$ cat src/logic/dotmatrix_pkg.sv
package dotmatrix_pkg;

    // picture number shown on the matrix
    typedef logic [3:0] frame_id_t;

    // balloon sizes, one per pump
    localparam frame_id_t FRAME_BALLOON_0 = 4'd0;
    localparam frame_id_t FRAME_BALLOON_1 = 4'd1;
    localparam frame_id_t FRAME_BALLOON_2 = 4'd2;
    localparam frame_id_t FRAME_BALLOON_3 = 4'd3;
    localparam frame_id_t FRAME_BALLOON_4 = 4'd4;
    localparam frame_id_t FRAME_BALLOON_5 = 4'd5;

    localparam frame_id_t FRAME_BURST  = 4'd8;  // popped face
    localparam frame_id_t FRAME_TROPHY = 4'd11; // banked round

    // largest balloon frame, also the cap on the pump limit
    localparam int unsigned MAX_PUMPS = 5;

    typedef logic [2:0] row_idx_t;

    // one row of one colour, bit 7 is the leftmost column
    typedef logic [7:0] pixel_byte_t;

    // raw bitmap bytes for one row
    typedef struct packed
    {
        pixel_byte_t green;
        pixel_byte_t red;
    } row_pixels_t;

    // game controller to scanner
    typedef struct packed
    {
        logic      run;   // display enabled
        logic      warn;  // count sits at the limit
        frame_id_t frame;
    } game_view_t;

endpackage

$ cat src/logic/scan_timer.sv
`timescale 1ns/1ps

module scan_timer #(
    parameter int unsigned SCAN_DIV = 1000
) (
    input  logic clk,
    input  logic rst,
    output logic step_tick
);

    localparam int unsigned CNT_W = (SCAN_DIV > 1) ? $clog2(SCAN_DIV) : 1;
    localparam logic [CNT_W-1:0] RELOAD = CNT_W'(SCAN_DIV - 1);

    logic [CNT_W-1:0] cnt;

    // counts RELOAD down to 0, so one tick every SCAN_DIV cycles
    always_ff @(posedge clk or posedge rst)
    begin
        if (rst)
        begin
            cnt       <= RELOAD;
            step_tick <= 1'b0;
        end
        else
        begin
            if (cnt == '0)
            begin
                cnt       <= RELOAD;
                step_tick <= 1'b1;
            end
            else
            begin
                cnt       <= cnt - 1'b1;
                step_tick <= 1'b0;
            end
        end
    end

endmodule

$ cat src/logic/balloon_game.sv
`timescale 1ns/1ps

module balloon_game (
    input  logic                      clk,
    input  logic                      rst,
    input  logic                      st,
    input  logic                      pump,
    input  logic                      bank,
    input  logic [2:0]                limit,
    output dotmatrix_pkg::game_view_t view
);

    typedef enum logic [1:0]
    {
        S_IDLE,
        S_PLAY,
        S_BURST,
        S_WON
    } state_t;

    localparam logic [2:0] LIM_MAX = 3'(dotmatrix_pkg::MAX_PUMPS);

    state_t     state;
    logic [2:0] count;   // pumps so far this round
    logic [2:0] lim;     // clamped limit, held for the round
    logic [2:0] lim_in;

    // switches above the biggest frame act as the biggest frame
    assign lim_in = (limit > LIM_MAX) ? LIM_MAX : limit;

    always_ff @(posedge clk or posedge rst)
    begin
        if (rst)
        begin
            state <= S_IDLE;
            count <= '0;
            lim   <= '0;
        end
        else if (!st)
        begin
            state <= S_IDLE;
            count <= '0;
        end
        else
        begin
            case (state)
                S_IDLE:
                begin
                    // first cycle with st high, take the switches
                    state <= S_PLAY;
                    lim   <= lim_in;
                    count <= '0;
                end
                S_PLAY:
                begin
                    if (pump)
                    begin
                        if (count == lim)
                            state <= S_BURST; // one past the limit
                        else
                            count <= count + 3'd1;
                    end
                    else if (bank && (count != 3'd0))
                    begin
                        state <= S_WON;
                    end
                end
                S_BURST, S_WON:
                begin
                    state <= state; // round over, wait for st to drop
                end
                default:
                begin
                    state <= S_IDLE;
                end
            endcase
        end
    end

    always_comb
    begin
        view.run  = (state != S_IDLE);
        view.warn = (state == S_PLAY) && (count == lim);
        case (state)
            S_PLAY:
            begin
                view.frame = dotmatrix_pkg::frame_id_t'(count);
            end
            S_BURST:
            begin
                view.frame = dotmatrix_pkg::FRAME_BURST;
            end
            S_WON:
            begin
                view.frame = dotmatrix_pkg::FRAME_TROPHY;
            end
            default:
            begin
                view.frame = dotmatrix_pkg::FRAME_BALLOON_0;
            end
        endcase
    end

endmodule

$ cat src/logic/frame_rom.sv
`timescale 1ns/1ps

module frame_rom (
    input  dotmatrix_pkg::frame_id_t   frame,
    input  dotmatrix_pkg::row_idx_t    row_idx,
    output dotmatrix_pkg::row_pixels_t pixels
);

    always_comb
    begin
        pixels = '0;
        case (frame)
            dotmatrix_pkg::FRAME_BALLOON_0:
            begin
                case (row_idx)
                    3'd2, 3'd5: pixels.green = 8'b0001_1000;
                    3'd3, 3'd4: pixels.green = 8'b0011_1100;
                    default:    pixels.green = 8'b0000_0000;
                endcase
            end
            dotmatrix_pkg::FRAME_BALLOON_1:
            begin
                case (row_idx)
                    3'd2, 3'd5: pixels.green = 8'b0011_1000;
                    3'd3, 3'd4: pixels.green = 8'b0111_1100;
                    default:    pixels.green = 8'b0000_0000;
                endcase
            end
            dotmatrix_pkg::FRAME_BALLOON_2:
            begin
                case (row_idx)
                    3'd2, 3'd5: pixels.green = 8'b0011_1100;
                    3'd3, 3'd4: pixels.green = 8'b0111_1110;
                    default:    pixels.green = 8'b0000_0000;
                endcase
            end
            dotmatrix_pkg::FRAME_BALLOON_3:
            begin
                case (row_idx)
                    3'd1, 3'd6:             pixels.green = 8'b0011_1100;
                    3'd2, 3'd3, 3'd4, 3'd5: pixels.green = 8'b0111_1110;
                    default:                pixels.green = 8'b0000_0000;
                endcase
            end
            dotmatrix_pkg::FRAME_BALLOON_4:
            begin
                case (row_idx)
                    3'd0, 3'd7: pixels.green = 8'b0011_1100;
                    3'd1, 3'd6: pixels.green = 8'b0111_1110;
                    default:    pixels.green = 8'b1111_1111;
                endcase
            end
            dotmatrix_pkg::FRAME_BALLOON_5:
            begin
                // nearly fills the panel
                case (row_idx)
                    3'd0, 3'd7: pixels.green = 8'b0111_1110;
                    default:    pixels.green = 8'b1111_1111;
                endcase
            end
            dotmatrix_pkg::FRAME_BURST:
            begin
                case (row_idx)
                    3'd1:    pixels.red = 8'b0011_1000;
                    3'd2:    pixels.red = 8'b0100_0100;
                    3'd3:    pixels.red = 8'b0101_1010;
                    3'd4:    pixels.red = 8'b0100_1010;
                    3'd5:    pixels.red = 8'b0011_0010;
                    3'd6:    pixels.red = 8'b1100_0100;
                    3'd7:    pixels.red = 8'b0011_1000;
                    default: pixels.red = 8'b0000_0000;
                endcase
            end
            dotmatrix_pkg::FRAME_TROPHY:
            begin
                case (row_idx)
                    3'd0:    pixels.red = 8'b1110_0000;
                    3'd1:    pixels.red = 8'b0110_0000;
                    3'd2:    pixels.red = 8'b1110_0000;
                    3'd3:    pixels.red = 8'b0011_0000;
                    3'd4:    pixels.red = 8'b0011_0001;
                    3'd5:    pixels.red = 8'b0011_0011;
                    3'd6:    pixels.red = 8'b0011_1110;
                    default: pixels.red = 8'b0001_1100;
                endcase
            end
            default:
            begin
                pixels = '0; // unused frame numbers are blank
            end
        endcase
    end

endmodule

$ cat src/logic/matrix_scanner.sv
`timescale 1ns/1ps

module matrix_scanner (
    input  logic                        clk,
    input  logic                        rst,
    input  logic                        step_tick,
    input  dotmatrix_pkg::game_view_t   view,
    input  dotmatrix_pkg::row_pixels_t  pixels,
    output dotmatrix_pkg::row_idx_t     row_idx,
    output dotmatrix_pkg::pixel_byte_t  row,
    output dotmatrix_pkg::pixel_byte_t  colr,
    output dotmatrix_pkg::pixel_byte_t  colg
);

    localparam dotmatrix_pkg::frame_id_t LAST_BALLOON =
        dotmatrix_pkg::frame_id_t'(dotmatrix_pkg::MAX_PUMPS);

    logic                       is_balloon;
    logic                       is_red_only;
    dotmatrix_pkg::pixel_byte_t row_n;
    dotmatrix_pkg::pixel_byte_t colr_n;
    dotmatrix_pkg::pixel_byte_t colg_n;

    assign is_balloon  = (view.frame <= LAST_BALLOON);
    assign is_red_only = (view.frame == dotmatrix_pkg::FRAME_BURST) ||
                         (view.frame == dotmatrix_pkg::FRAME_TROPHY);

    // colour rule on the raw bitmap bytes
    always_comb
    begin
        row_n  = 8'hff;
        colr_n = '0;
        colg_n = '0;
        if (view.run)
        begin
            row_n = ~(8'b0000_0001 << row_idx); // active low, one row lit
            if (is_balloon)
            begin
                colg_n = pixels.green;
                // yellow normally, green alone at the limit
                colr_n = view.warn ? 8'h00 : pixels.green;
            end
            else if (is_red_only)
            begin
                colr_n = pixels.red;
            end
        end
    end

    always_ff @(posedge clk or posedge rst)
    begin
        if (rst)
        begin
            row_idx <= '0;
        end
        else if (step_tick)
        begin
            row_idx <= row_idx + 3'd1; // wraps 7 to 0
        end
    end

    // view and row are captured into the drive registers every cycle
    always_ff @(posedge clk or posedge rst)
    begin
        if (rst)
        begin
            row  <= 8'hff;
            colr <= '0;
            colg <= '0;
        end
        else
        begin
            row  <= row_n;
            colr <= colr_n;
            colg <= colg_n;
        end
    end

endmodule

$ cat src/logic/balloon_top.sv
`timescale 1ns/1ps

module balloon_top #(
    parameter int unsigned SCAN_DIV = 1000  // 1 MHz clk to 1 kHz row rate
) (
    input  logic                       clk,
    input  logic                       rst,
    input  logic                       st,
    input  logic                       pump,
    input  logic                       bank,
    input  logic [2:0]                 limit,
    output dotmatrix_pkg::pixel_byte_t row,
    output dotmatrix_pkg::pixel_byte_t colr,
    output dotmatrix_pkg::pixel_byte_t colg
);

    logic                        step_tick;
    dotmatrix_pkg::game_view_t   view;
    dotmatrix_pkg::row_idx_t     row_idx;
    dotmatrix_pkg::row_pixels_t  pixels;

    scan_timer #(
        .SCAN_DIV (SCAN_DIV)
    ) u_scan_timer (
        .clk       (clk),
        .rst       (rst),
        .step_tick (step_tick)
    );

    balloon_game u_balloon_game (
        .clk   (clk),
        .rst   (rst),
        .st    (st),
        .pump  (pump),
        .bank  (bank),
        .limit (limit),
        .view  (view)
    );

    frame_rom u_frame_rom (
        .frame   (view.frame),
        .row_idx (row_idx),
        .pixels  (pixels)
    );

    matrix_scanner u_matrix_scanner (
        .clk       (clk),
        .rst       (rst),
        .step_tick (step_tick),
        .view      (view),
        .pixels    (pixels),
        .row_idx   (row_idx),
        .row       (row),
        .colr      (colr),
        .colg      (colg)
    );

endmodule

$ cat config.mk
export PLATFORM = sky130hd
export DESIGN_NAME = balloon_top
export DESIGN_NICKNAME = d
export VERILOG_FILES = /design/src/logic/dotmatrix_pkg.sv /design/src/logic/scan_timer.sv /design/src/logic/balloon_game.sv /design/src/logic/frame_rom.sv /design/src/logic/matrix_scanner.sv /design/src/logic/balloon_top.sv
export SDC_FILE = /design/constraint.sdc
export NUM_CORES = 1
export LEC_CHECK = 0
export BUFFER_PORTS_ARGS = -buffer_cell sky130_fd_sc_hd__buf_2
export CAP_MARGIN = 20
export CORE_AREA = 5 5 83 85
export DETAILED_ROUTE_END_ITERATION = 12
export DIE_AREA = 0 0 88 90
export PLACE_DENSITY_LB_ADDON = 0.15
export SYNTH_ARGS = -nofsm -noshare
export SYNTH_HDL_FRONTEND = slang
export SYNTH_SLANG_ARGS = --single-unit
$ cat constraint.sdc
create_clock -name clk -period 4.3 [get_ports clk]
set_input_delay 0.215 -clock clk [delete_from_list [all_inputs] [get_ports clk]]
set_output_delay 0.215 -clock clk [all_outputs]
set_load 0.02 [all_outputs]
After elaboration in Yosys (flattened, before gate mapping)
Cells that the tools add are included.

storage, ports and cells
  output and inout bits = 24
  register bits after elaboration = 46
  input port bits = 8
  word-level logic and storage cells = 90

operators by class
  mux-type cells = 30
  bitwise operators = 1
  $lt $le $gt $ge = 2
  add/subtract/negate cells = 3
  reduce and logical (&&, ||, !) cells = 20
  shift operators = 1
  equality and inequality tests = 24

operators by type and width
  operator                 number
  $pmux W8 S6              3
  $mux W8                  8
  $pmux W7 S2              3
  $pmux W8 S2              2
  $reduce_or A2 Y1         7
  $eq A3 B3 Y1 const B     4
  $mux W3                  4
  $pmux W4 S3              1
  $pmux W6 S2              1
  $logic_not A10 Y1        1
  $mux W10                 1
  $sub A10 B1 Y10 const B  1
  $eq A4 B2 Y1 const B     2
  $eq A4 B3 Y1 const B     2
  $eq A4 B4 Y1 const B     2
  $mux W2                  4
  $not A8 Y8               1
  $shl A1 B3 Y8 const A    1
  $add A3 B1 Y3 const B    2
  $eq A3 B2 Y1 const B     2
  $ne A3 B3 Y1 const B     2
  $pmux W3 S2              1
  $reduce_and A3 Y1        2
  $eq A2 B2 Y1 const B     2
  21 further kinds         22

Depth between registers and ports, before layout
Gate-level depths: netlist of run 1.

  depth in word-level cells = 7
  mapped depth = 8
  mapped depth without buffers = 7

By module
Synthesis of run 1 repeated with hierarchy kept, for this count alone.

second synthesis, totals
  cell total of the unflattened synthesis = 267
  area total of the unflattened synthesis = 2,612.5 um^2

modules (own cells, without submodules)
  module          area each (um^2)  instances  cells each  sequential area each (um^2)
  matrix_scanner  1,027.2           1          72          685.7
  balloon_game    545.5             1          65          200.2
  scan_timer      521.8             1          48          285.3
  frame_rom       518.0             1          82          0.0

Worst setup path before layout of run 1
OpenSTA, ideal clock, no wires.

  path type = reg2reg
  from = register u_matrix_scanner.row_idx[1]
  to = register u_matrix_scanner.colr[1]
  path slack = 2.313 ns
  buffers on the path = 1
  arrival time = 1.866 ns
  cell stages (with the launch flop) = 9
  library setup time = 0.121 ns
  data required time = 4.179 ns
  clock period less this slack = 1.987 ns
  path through = dfrtp_1 inv_1 ha_1 clkbuf_2 mux2_4 or4_4 o21ai_2 o21ai_1 a22o_1

between the ends
  longest elaborated chain between the ends = 7
  elaborated cells between the ends (all ways) = 26
  classes of those cells = eq/ne (7); mux (11); reduce/logical (8)

RTL lines
  item                                               RTL line                                    text
  start, declared                                    matrix_scanner.sv:9                         output dotmatrix_pkg::row_idx_t row_idx,
  start signal, assigned                             matrix_scanner.sv:58                        row_idx <= row_idx + 3'd1;
  $eq A3 B2 Y1 (tied with other cells)               n/a
  $reduce_or A4 Y1 (tied with other cells)           frame_rom.sv:39                             case (row_idx)
  $pmux W7 S2 (tied with other cells)                frame_rom.sv:39
  $pmux W8 S6 / $pmux W8 S2 (equally long branches)  frame_rom.sv:12                             case (frame)
  $mux W8 (on tied branches)                         matrix_scanner.sv:41, matrix_scanner.sv:43
  $mux W8 *                                          matrix_scanner.sv:37                        if (is_balloon)
  $mux W8 *                                          matrix_scanner.sv:34                        if (view.run)
  net u_matrix_scanner.colr_n[1]                     matrix_scanner.sv:21                        dotmatrix_pkg::pixel_byte_t colr_n;
  end signal, assigned                               matrix_scanner.sv:74                        colr <= colr_n;
  end, declared                                      matrix_scanner.sv:11                        output dotmatrix_pkg::pixel_byte_t colr,

Mark *: on every way through the listed nets, which the timed path passes. The rest lies on a longest branch.
A chain may end at the register's enable or synchronous reset.

Final worst setup path of run 1
  from = register u_matrix_scanner.row_idx[2]
  to = register u_matrix_scanner.colr[2]

between the ends
  longest elaborated chain between the ends = 7
  elaborated cells between the ends (all ways) = 26
  classes of those cells = eq/ne (7); mux (12); reduce/logical (7)

RTL lines
  item                                               RTL line
  $eq A3 B2 Y1 (tied with other cells)               n/a
  $reduce_or A4 Y1 (tied with other cells)           frame_rom.sv:39
  $pmux W7 S2 (tied with other cells)                frame_rom.sv:39
  $pmux W8 S6 / $pmux W8 S2 (equally long branches)  frame_rom.sv:12
  $mux W8 (on tied branches)                         matrix_scanner.sv:41, matrix_scanner.sv:43
  $mux W8 *                                          matrix_scanner.sv:37
  $mux W8 *                                          matrix_scanner.sv:34
  net u_matrix_scanner.colr_n[2]                     matrix_scanner.sv:21

Marked as above.

==> impl_results.md, run 1 <==
* PostCTS Resize Cnt at 0
* GRT overflow at 0
* Area contributors post-synth: dfrtp_1 (30%), dfstp_2 (18%), ha_1 (6.3%)
* Clk pin slew, worst setup/hold paths at 0.08 ns
* First-pass GRT wire length at 8190 µm
* Worst-case vdd ir drop at 0.1350 mV
* IO Port Bufs at 31
* Final setup violation count at 0
* Post-Route WL at 4752 µm
* Htree depth at 2
* Slew @ Worst Pin at 0.8120 ns
* Worst Hold Class: in2async
* Power per cell area at 308.1 nW/µm²
* Crit path setup slack, layout at roughly 2.0 ns
* Max Root-Sink Buffers at 2
* Worst path required time at 4.49 ns
* Final hold vios at 0
* Unrepaired setup endpoints after global routing: false
* Crit Path Class: reg2reg
* Clk Latency, worst-skew pair at 0.29 ns
* Post-Syn Area at 2365 µm²
* Die Width at just under 90 µm
* Post-synth top area share at 0.2963
* Final #Nets at 286
* Top-count cell post-synth: nand2_1
* Final min period at between 2 and 2.5 ns
* Initial antenna violation count at 0
* Routed Antenna Nets at 0
* Die area at 7920 µm²
* WL/cell at 13.81 µm
* Starting density of the core at 0.3856
* FP Rows at 29
* Share of cells above drive strength 1 at 0.2397
* Post-synth cell types at between 50 and 60
* Mapped Cells at around 250
* Vias at 1,804
* Drt first pass iters at 4
* Area grow syn2layout at 10.69%
* Final Max Slew Viols at 0
* DRC violations left at 0
* Largest net degree at the start of global routing at 45
* Via density at 5.244
* Nature of the critical path startpoint: flop
* Crit path max fanout at 21
* Vias in the first global route at 1,729
* Chip height at around 90 µm
* Synth top cells by count: nand2_1 (34), dfrtp_1 (28), dfstp_2 (16)
* Synth warn at 0
* Worst hold slack at ~0.025 ns
* Slew headroom at 0.4587
* Setup Buffers After CTS at 0
* Design Power at 0.0008065 W
* Num Clock Sinks at 44
* Max-cap viol count at 0
* Cells on worst reg2reg path at 7
* Synth Flop Type: dfrtp_1
* Mean Syn Cell Area at 9.652 µm²
* Fmax at 431.0 MHz
* Core area at 6132 µm²
* Post-synth EDFFs at 0
* Most area-hungry cell type in the Yosys netlist: dfrtp_1
* N_diodes at 0
* 1st-iter DRT viols at 110
* Placer Congestion at 0.7734
* Period utilization at 0.5396
* Detail Placement HPWL at 3355 µm
* CTS tree: done
* # hold bufs at CTS at 0
* Total CTS buffers at 5
* Post-placement setup slack at 2.011 ns
* Status: finished clean
* Seq/Total Area, Yosys at 0.4741
* I/O pin count at 32
* Mapped Nets at ~270
* Pleak at 1.201 nW
* Root Buffer: clkbuf_8
* Worst setup EP type: flop
* Async SR Flop Fraction at 1.000
* Setup_tns at 0 ns
* FF+latch count, synth at 44
* Total track usage at 0.1290
* Clock Skews at 0.004159 ns
* WP data arrival at 2.51 ns
==> final cells by class <==
class | instances | area [µm²]
clock buffer | 5 | 68.82
fill | 601 | 3515
clock inverter | 3 | 18.77
multi-input combinational | 172 | 1109
tap | 77 | 96.34
timing repair buffer | 32 | 162.7
sequential | 44 | 1121
inverter | 11 | 41.29
==> critical path, stage by stage (launching register included) <==
cell and delay (ns):
dfrtp_1 0.75, inv_1 0.19, ha_1 0.35, a221oi_1 0.24, o32ai_1 0.11, a22oi_1 0.27
a211oi_1 0.12, a21o_1 0.17
==> layer usage <==
layer	routed length, µm	global-route usage	vias up
met1	2082	0.1646	858
met5	0	0	-
met2	2337	0.2073	46
met3	286	0.03565	4
met4	46	0.04476	0
li1	-	-	896
==> cells in the final DEF (no fill, tap or decap), types with 3 or more instances in the layout <==
cell type	instances
nand2_1	34
buf_2	31
dfrtp_1	28
dfstp_2	16
nor2_1	14
ha_1	12
o21ai_0	11
a21oi_1	10
inv_1	10
nand3_1	9
xor2_1	7
nor3_1	6
nand2b_1	6
clkbuf_8	5
nor2b_1	4
nand3b_1	4
or2_2	3
a21o_1	3
o211ai_1	3
a22oi_1	3
a31oi_1	3
a211oi_1	3
==> where the power goes <==
group	switching (W)	internal [W]	leakage (nW)
combinational	0.0000646	0.0000345	0.613
sequential	0.0000239	0.000429	0.540
clock	0.000141	0.000113	0.0479
total	0.000230	0.000577	1.20
==> sequential cells by signal, indices dropped and copies added, names as in the netlist <==
| name | flops |
|---|---|
| u_balloon_game.count | 3 |
| u_balloon_game.lim | 3 |
| u_balloon_game.state | 2 |
| u_matrix_scanner.colg | 6 |
| u_matrix_scanner.colr | 8 |
| u_matrix_scanner.row | 8 |
| u_matrix_scanner.row_idx | 3 |
| u_scan_timer.cnt | 10 |
| u_scan_timer.step_tick | 1 |
==> cells by family after synthesis <==
logic type	after synthesis	share of synthesized area
flip-flops	44	0.4741
AO/OA/AOI/OAI	61	0.1773
multiplexers	2	0.01111
XOR/XNOR	9	0.03334
AND/OR/NAND/NOR	88	0.1836
adder cells (fa/ha/maj)	12	0.06349
buffers and inverters	29	0.05714
==> worst paths after layout <==
check,start,to,slack [ns]
setup / recovery,u_matrix_scanner.row_idx[2],u_matrix_scanner.colr[2],1.98
hold / removal,rst,u_balloon_game.lim[2],0.03
setup reg to reg,u_matrix_scanner.row_idx[2],u_matrix_scanner.colr[2],1.98
hold reg to reg,u_scan_timer.cnt[0],u_scan_timer.cnt[0],0.47
max in group asynchronous,rst,u_matrix_scanner.row[3],3.89
min in group clk,pump,u_balloon_game.state[0],0.16
==> per-stage QoR <==
| step | instances | utilization | instance area [µm²] |
|---|---|---|---|
| global placement | 336 | 0.4126 | 2530 |
| floorplan | 245 | - | 2365 |
| CTS | 344 | 0.4269 | 2618 |
| finish | 344 | 0.4269 | 2618 |
| detailed placement | 336 | 0.4126 | 2530 |
| global route | 344 | 0.4269 | 2618 |
Power figures use the tool's default switching activity.
==> run 2, diff against run 1 <==
--- a/config.mk
+++ b/config.mk
@@ -5,6 +5,7 @@
 export SDC_FILE = /design/constraint.sdc
 export NUM_CORES = 1
 export LEC_CHECK = 0
+export ABC_AREA = 1
 export BUFFER_PORTS_ARGS = -buffer_cell sky130_fd_sc_hd__buf_2
 export CAP_MARGIN = 20
 export CORE_AREA = 5 5 83 85
==> constraint.sdc (replaced) <==
create_clock -name clk -period 2.3 [get_ports clk]
set_input_delay 0.115 -clock clk [delete_from_list [all_inputs] [get_ports clk]]
set_output_delay 0.115 -clock clk [all_outputs]
set_load 0.02 [all_outputs]
==> run 2 against run 1 <==
Effect of this change:
- fmax is 21% higher
- combinational power grew to 6.0 times the previous value
- routed wire length is 3.2% higher
- critical endpoint is now u_matrix_scanner.colr[1]
- largest power group unchanged
- highest routed layer unchanged
==> impl_results.md, run 2 <==
* Fmax at 520.4 MHz (+21%)
* Area contributors post-synth: dfrtp_1 (30%), dfstp_2 (18%), nand2_1 (9.2%)
* Seq/Total Area, Yosys at 0.4733 (-0.0007513)
* Number of flip-flops in the largest register at 10 (unchanged)
* Setup_tns at 0 ns (unchanged)
* Chip height at 90 µm (unchanged)
* Hold depth at 2
* Crit path max fanout at 13 (-38%)
* Mapped Nets at 304 (+15%)
* FF+latch count, synth at 44 (unchanged)
* I/O pin count at 32 (unchanged)
* CTS tree: done
* Most area-hungry cell type in the Yosys netlist: dfrtp_1
* Crit Path Class: reg2reg
* FILL cells at 630 (+4.8%)
* Area grow syn2layout at 14.69%
* Register area at 1121 µm² (unchanged)
* Share of cells above drive strength 1 at 0.2344 (-0.005325)
* Async SR Flop Fraction at 1.000 (unchanged)
* Post-synth EDFFs at 0 (unchanged)
* N_diodes at 0 (unchanged)
* Final min period at 1.922 ns (-0.3985 ns)
* Vias in the first global route at 1,812 (+4.8%)
* Register-to-register setup slack at 0.38 ns (-1.60 ns)
* Final setup violation count at 0 (unchanged)
* Post-Route WL at 4906 µm (+3.2%)
* Synth Flop Type: dfrtp_1
* Clock Skews at 0.006308 ns (+0.002149 ns)
* Unrepaired setup endpoints after global routing: false
* Most frequent cells in the layout: nand2_1 (58), nor2_1 (38), inv_1 (33)
* DRC violations left at 0 (unchanged)
* Largest net degree at the start of global routing at 29 (-36%)
* Worst setup EP type: flop
* Post-synth top area share at 0.2958 (-0.0004696)
* Post-Syn Area at 2369 µm² (+0.16%)
* Worst path required time at 2.49 ns (-2.00 ns)
* Mapped Cells at 284 (+16%)
* Nature of the critical path startpoint: flop
* Core area at 6132 µm² (unchanged)
* Worst Hold Class: in2reg
* Cells on worst reg2reg path at 9 (+2)
* GRT overflow at 0 (unchanged)
* Clk Latency, worst-skew pair at 0.30 ns (about the same)
* Routed Antenna Nets at 0 (unchanged)
* Top-count cell post-synth: nand2_1
* Final Max Slew Viols at 0 (unchanged)
* Status: finished clean
* Power per cell area at 767.5 nW/µm² (+150%)
* Post-synth cell types at 36 (-32%)
* Placer Congestion at 0.8951 (+16%)
* 1st-iter DRT viols at 108 (-1.8%)
* Vias at 1,919 (+6.4%)
* Final hold vios at 0 (unchanged)
* Worst-case vdd ir drop at 0.3110 mV (+130%)
* Starting density of the core at 0.3862 (+0.0006122)
* Total track usage at 0.1323 (+0.003348)
* Pleak at 1.413 nW (+18%)
* Crit path setup slack, layout at 0.3782 ns (-1.602 ns)
* Root Buffer: clkbuf_8
* WL/cell at 12.36 µm (-11%)
* Worst hold slack at 0.05068 ns (+0.02536 ns)
* Max Root-Sink Buffers at 2 (unchanged)
* Commonest non-fill, non-tap cell in the layout: nand2_1
* Setup Buffers After CTS at 0 (unchanged)
* Via density at 4.834 (-7.8%)
* Htree depth at 2 (unchanged)
* Mean Syn Cell Area at 8.340 µm² (-14%)
* Detail Placement HPWL at 3732 µm (+11%)
* Clk pin slew, worst setup/hold paths at 0.09 ns (about the same)
* Slew headroom at 0.7132 (+0.2545)
* Synth warn at 0 (unchanged)
* Largest Register: u_scan_timer.cnt
* Slew @ Worst Pin at 0.4276 ns (-0.3844 ns)
* Post-placement setup slack at 0.4033 ns (-1.608 ns)
* Num Clock Sinks at 44 (unchanged)
* Top flop regs: u_scan_timer.cnt: 10 flops, u_matrix_scanner.colr: 8 flops, u_matrix_scanner.row: 8 flops
* Total CTS buffers at 5 (unchanged)
* FP Rows at 29 (unchanged)
* Period utilization at 0.8356 (+0.2960)
* WP data arrival at 2.11 ns (-0.40 ns)
* IO Port Bufs at 31 (unchanged)
* Max-cap viol count at 0 (unchanged)
* Final #Nets at 339 (+19%)
* Multi-input combinational cell area at 1055 µm² (-4.9%)
* Drt first pass iters at 4 (unchanged)
* Die area at 7920 µm² (unchanged)
* Synth top cells by count: nand2_1 (58), nor2_1 (38), inv_1 (34)
* Initial antenna violation count at 0 (unchanged)
* Die Width at 88 µm (unchanged)
* First-pass GRT wire length at 8487 µm (+3.6%)
-- run 2: path summary, 6_finish.rpt --
check,endpoint,start
setup / recovery,u_matrix_scanner.colr[1],u_matrix_scanner.row_idx[2]
hold / removal,u_balloon_game.lim[1],limit[1]
setup reg to reg,u_matrix_scanner.colr[1],u_matrix_scanner.row_idx[2]
hold reg to reg,u_scan_timer.cnt[0],u_scan_timer.cnt[0]
max in group asynchronous,u_matrix_scanner.colr[6],rst
min in group asynchronous,u_scan_timer.cnt[3],rst
-- run 2: routing by layer --
metal  GRT usage  part of all wire  up-vias
li1            -                 -      970
met1      0.1797              0.46      897
met2      0.2085              0.47       42
met3     0.02651             0.049       10
met4     0.04348             0.020        0
met5           0                 0        -
-- run 2: power breakdown --
group          total [W]  internal (W)  switching, W  leakage (nW)
registers       0.000965      0.000873     0.0000922         0.536
logic           0.000595      0.000195      0.000400         0.833
clock network   0.000524      0.000245      0.000279        0.0445
total            0.00208       0.00131      0.000772          1.41
-- run 2: kinds of logic after synthesis --
logic type	synth area share
buf+inv	0.08135
xor+xnor	0.03698
flops	0.4733
compound gates	0.08188
fa+ha+maj	0.06339
simple gates	0.2631
-- run 2: critical path, cell delays in order, from the launching register on --
cell	delay (ns)
dfrtp_1	0.62
inv_2	0.14
ha_1	0.27
inv_1	0.08
nand2_1	0.12
nand2_1	0.11
nor3_1	0.06
nor2_2	0.12
nand2_1	0.10
a21o_1	0.18
-- run 2: what timing repair did --
item / in CTS / in global routing
hold buffers: 1 / 0
hold endpoints to repair: 18 / 0
gates resized for setup: 0 / 0
-- run 2: cell type report --
class                           count  share of cell area
Sequential cell                    44              0.4127
Inverter                           38             0.05251
Clock buffer                        7             0.03178
Multi-Input combinational cell    195              0.3883
Timing Repair Buffer               35             0.07646
Tap cell                           77             0.03547
Clock inverter                      1            0.002764
-- run 2: stage by stage --
stage	cell area, µm²	utilization	std cells	total power, W
CTS	2689	0.4385	396	0.002109
finish	2716	0.4430	397	0.002085
global route	2716	0.4430	397	0.002232
global placement	2585	0.4215	387	0.001573
floorplan	2369	-	284	0.001434
detailed placement	2585	0.4215	387	0.001575
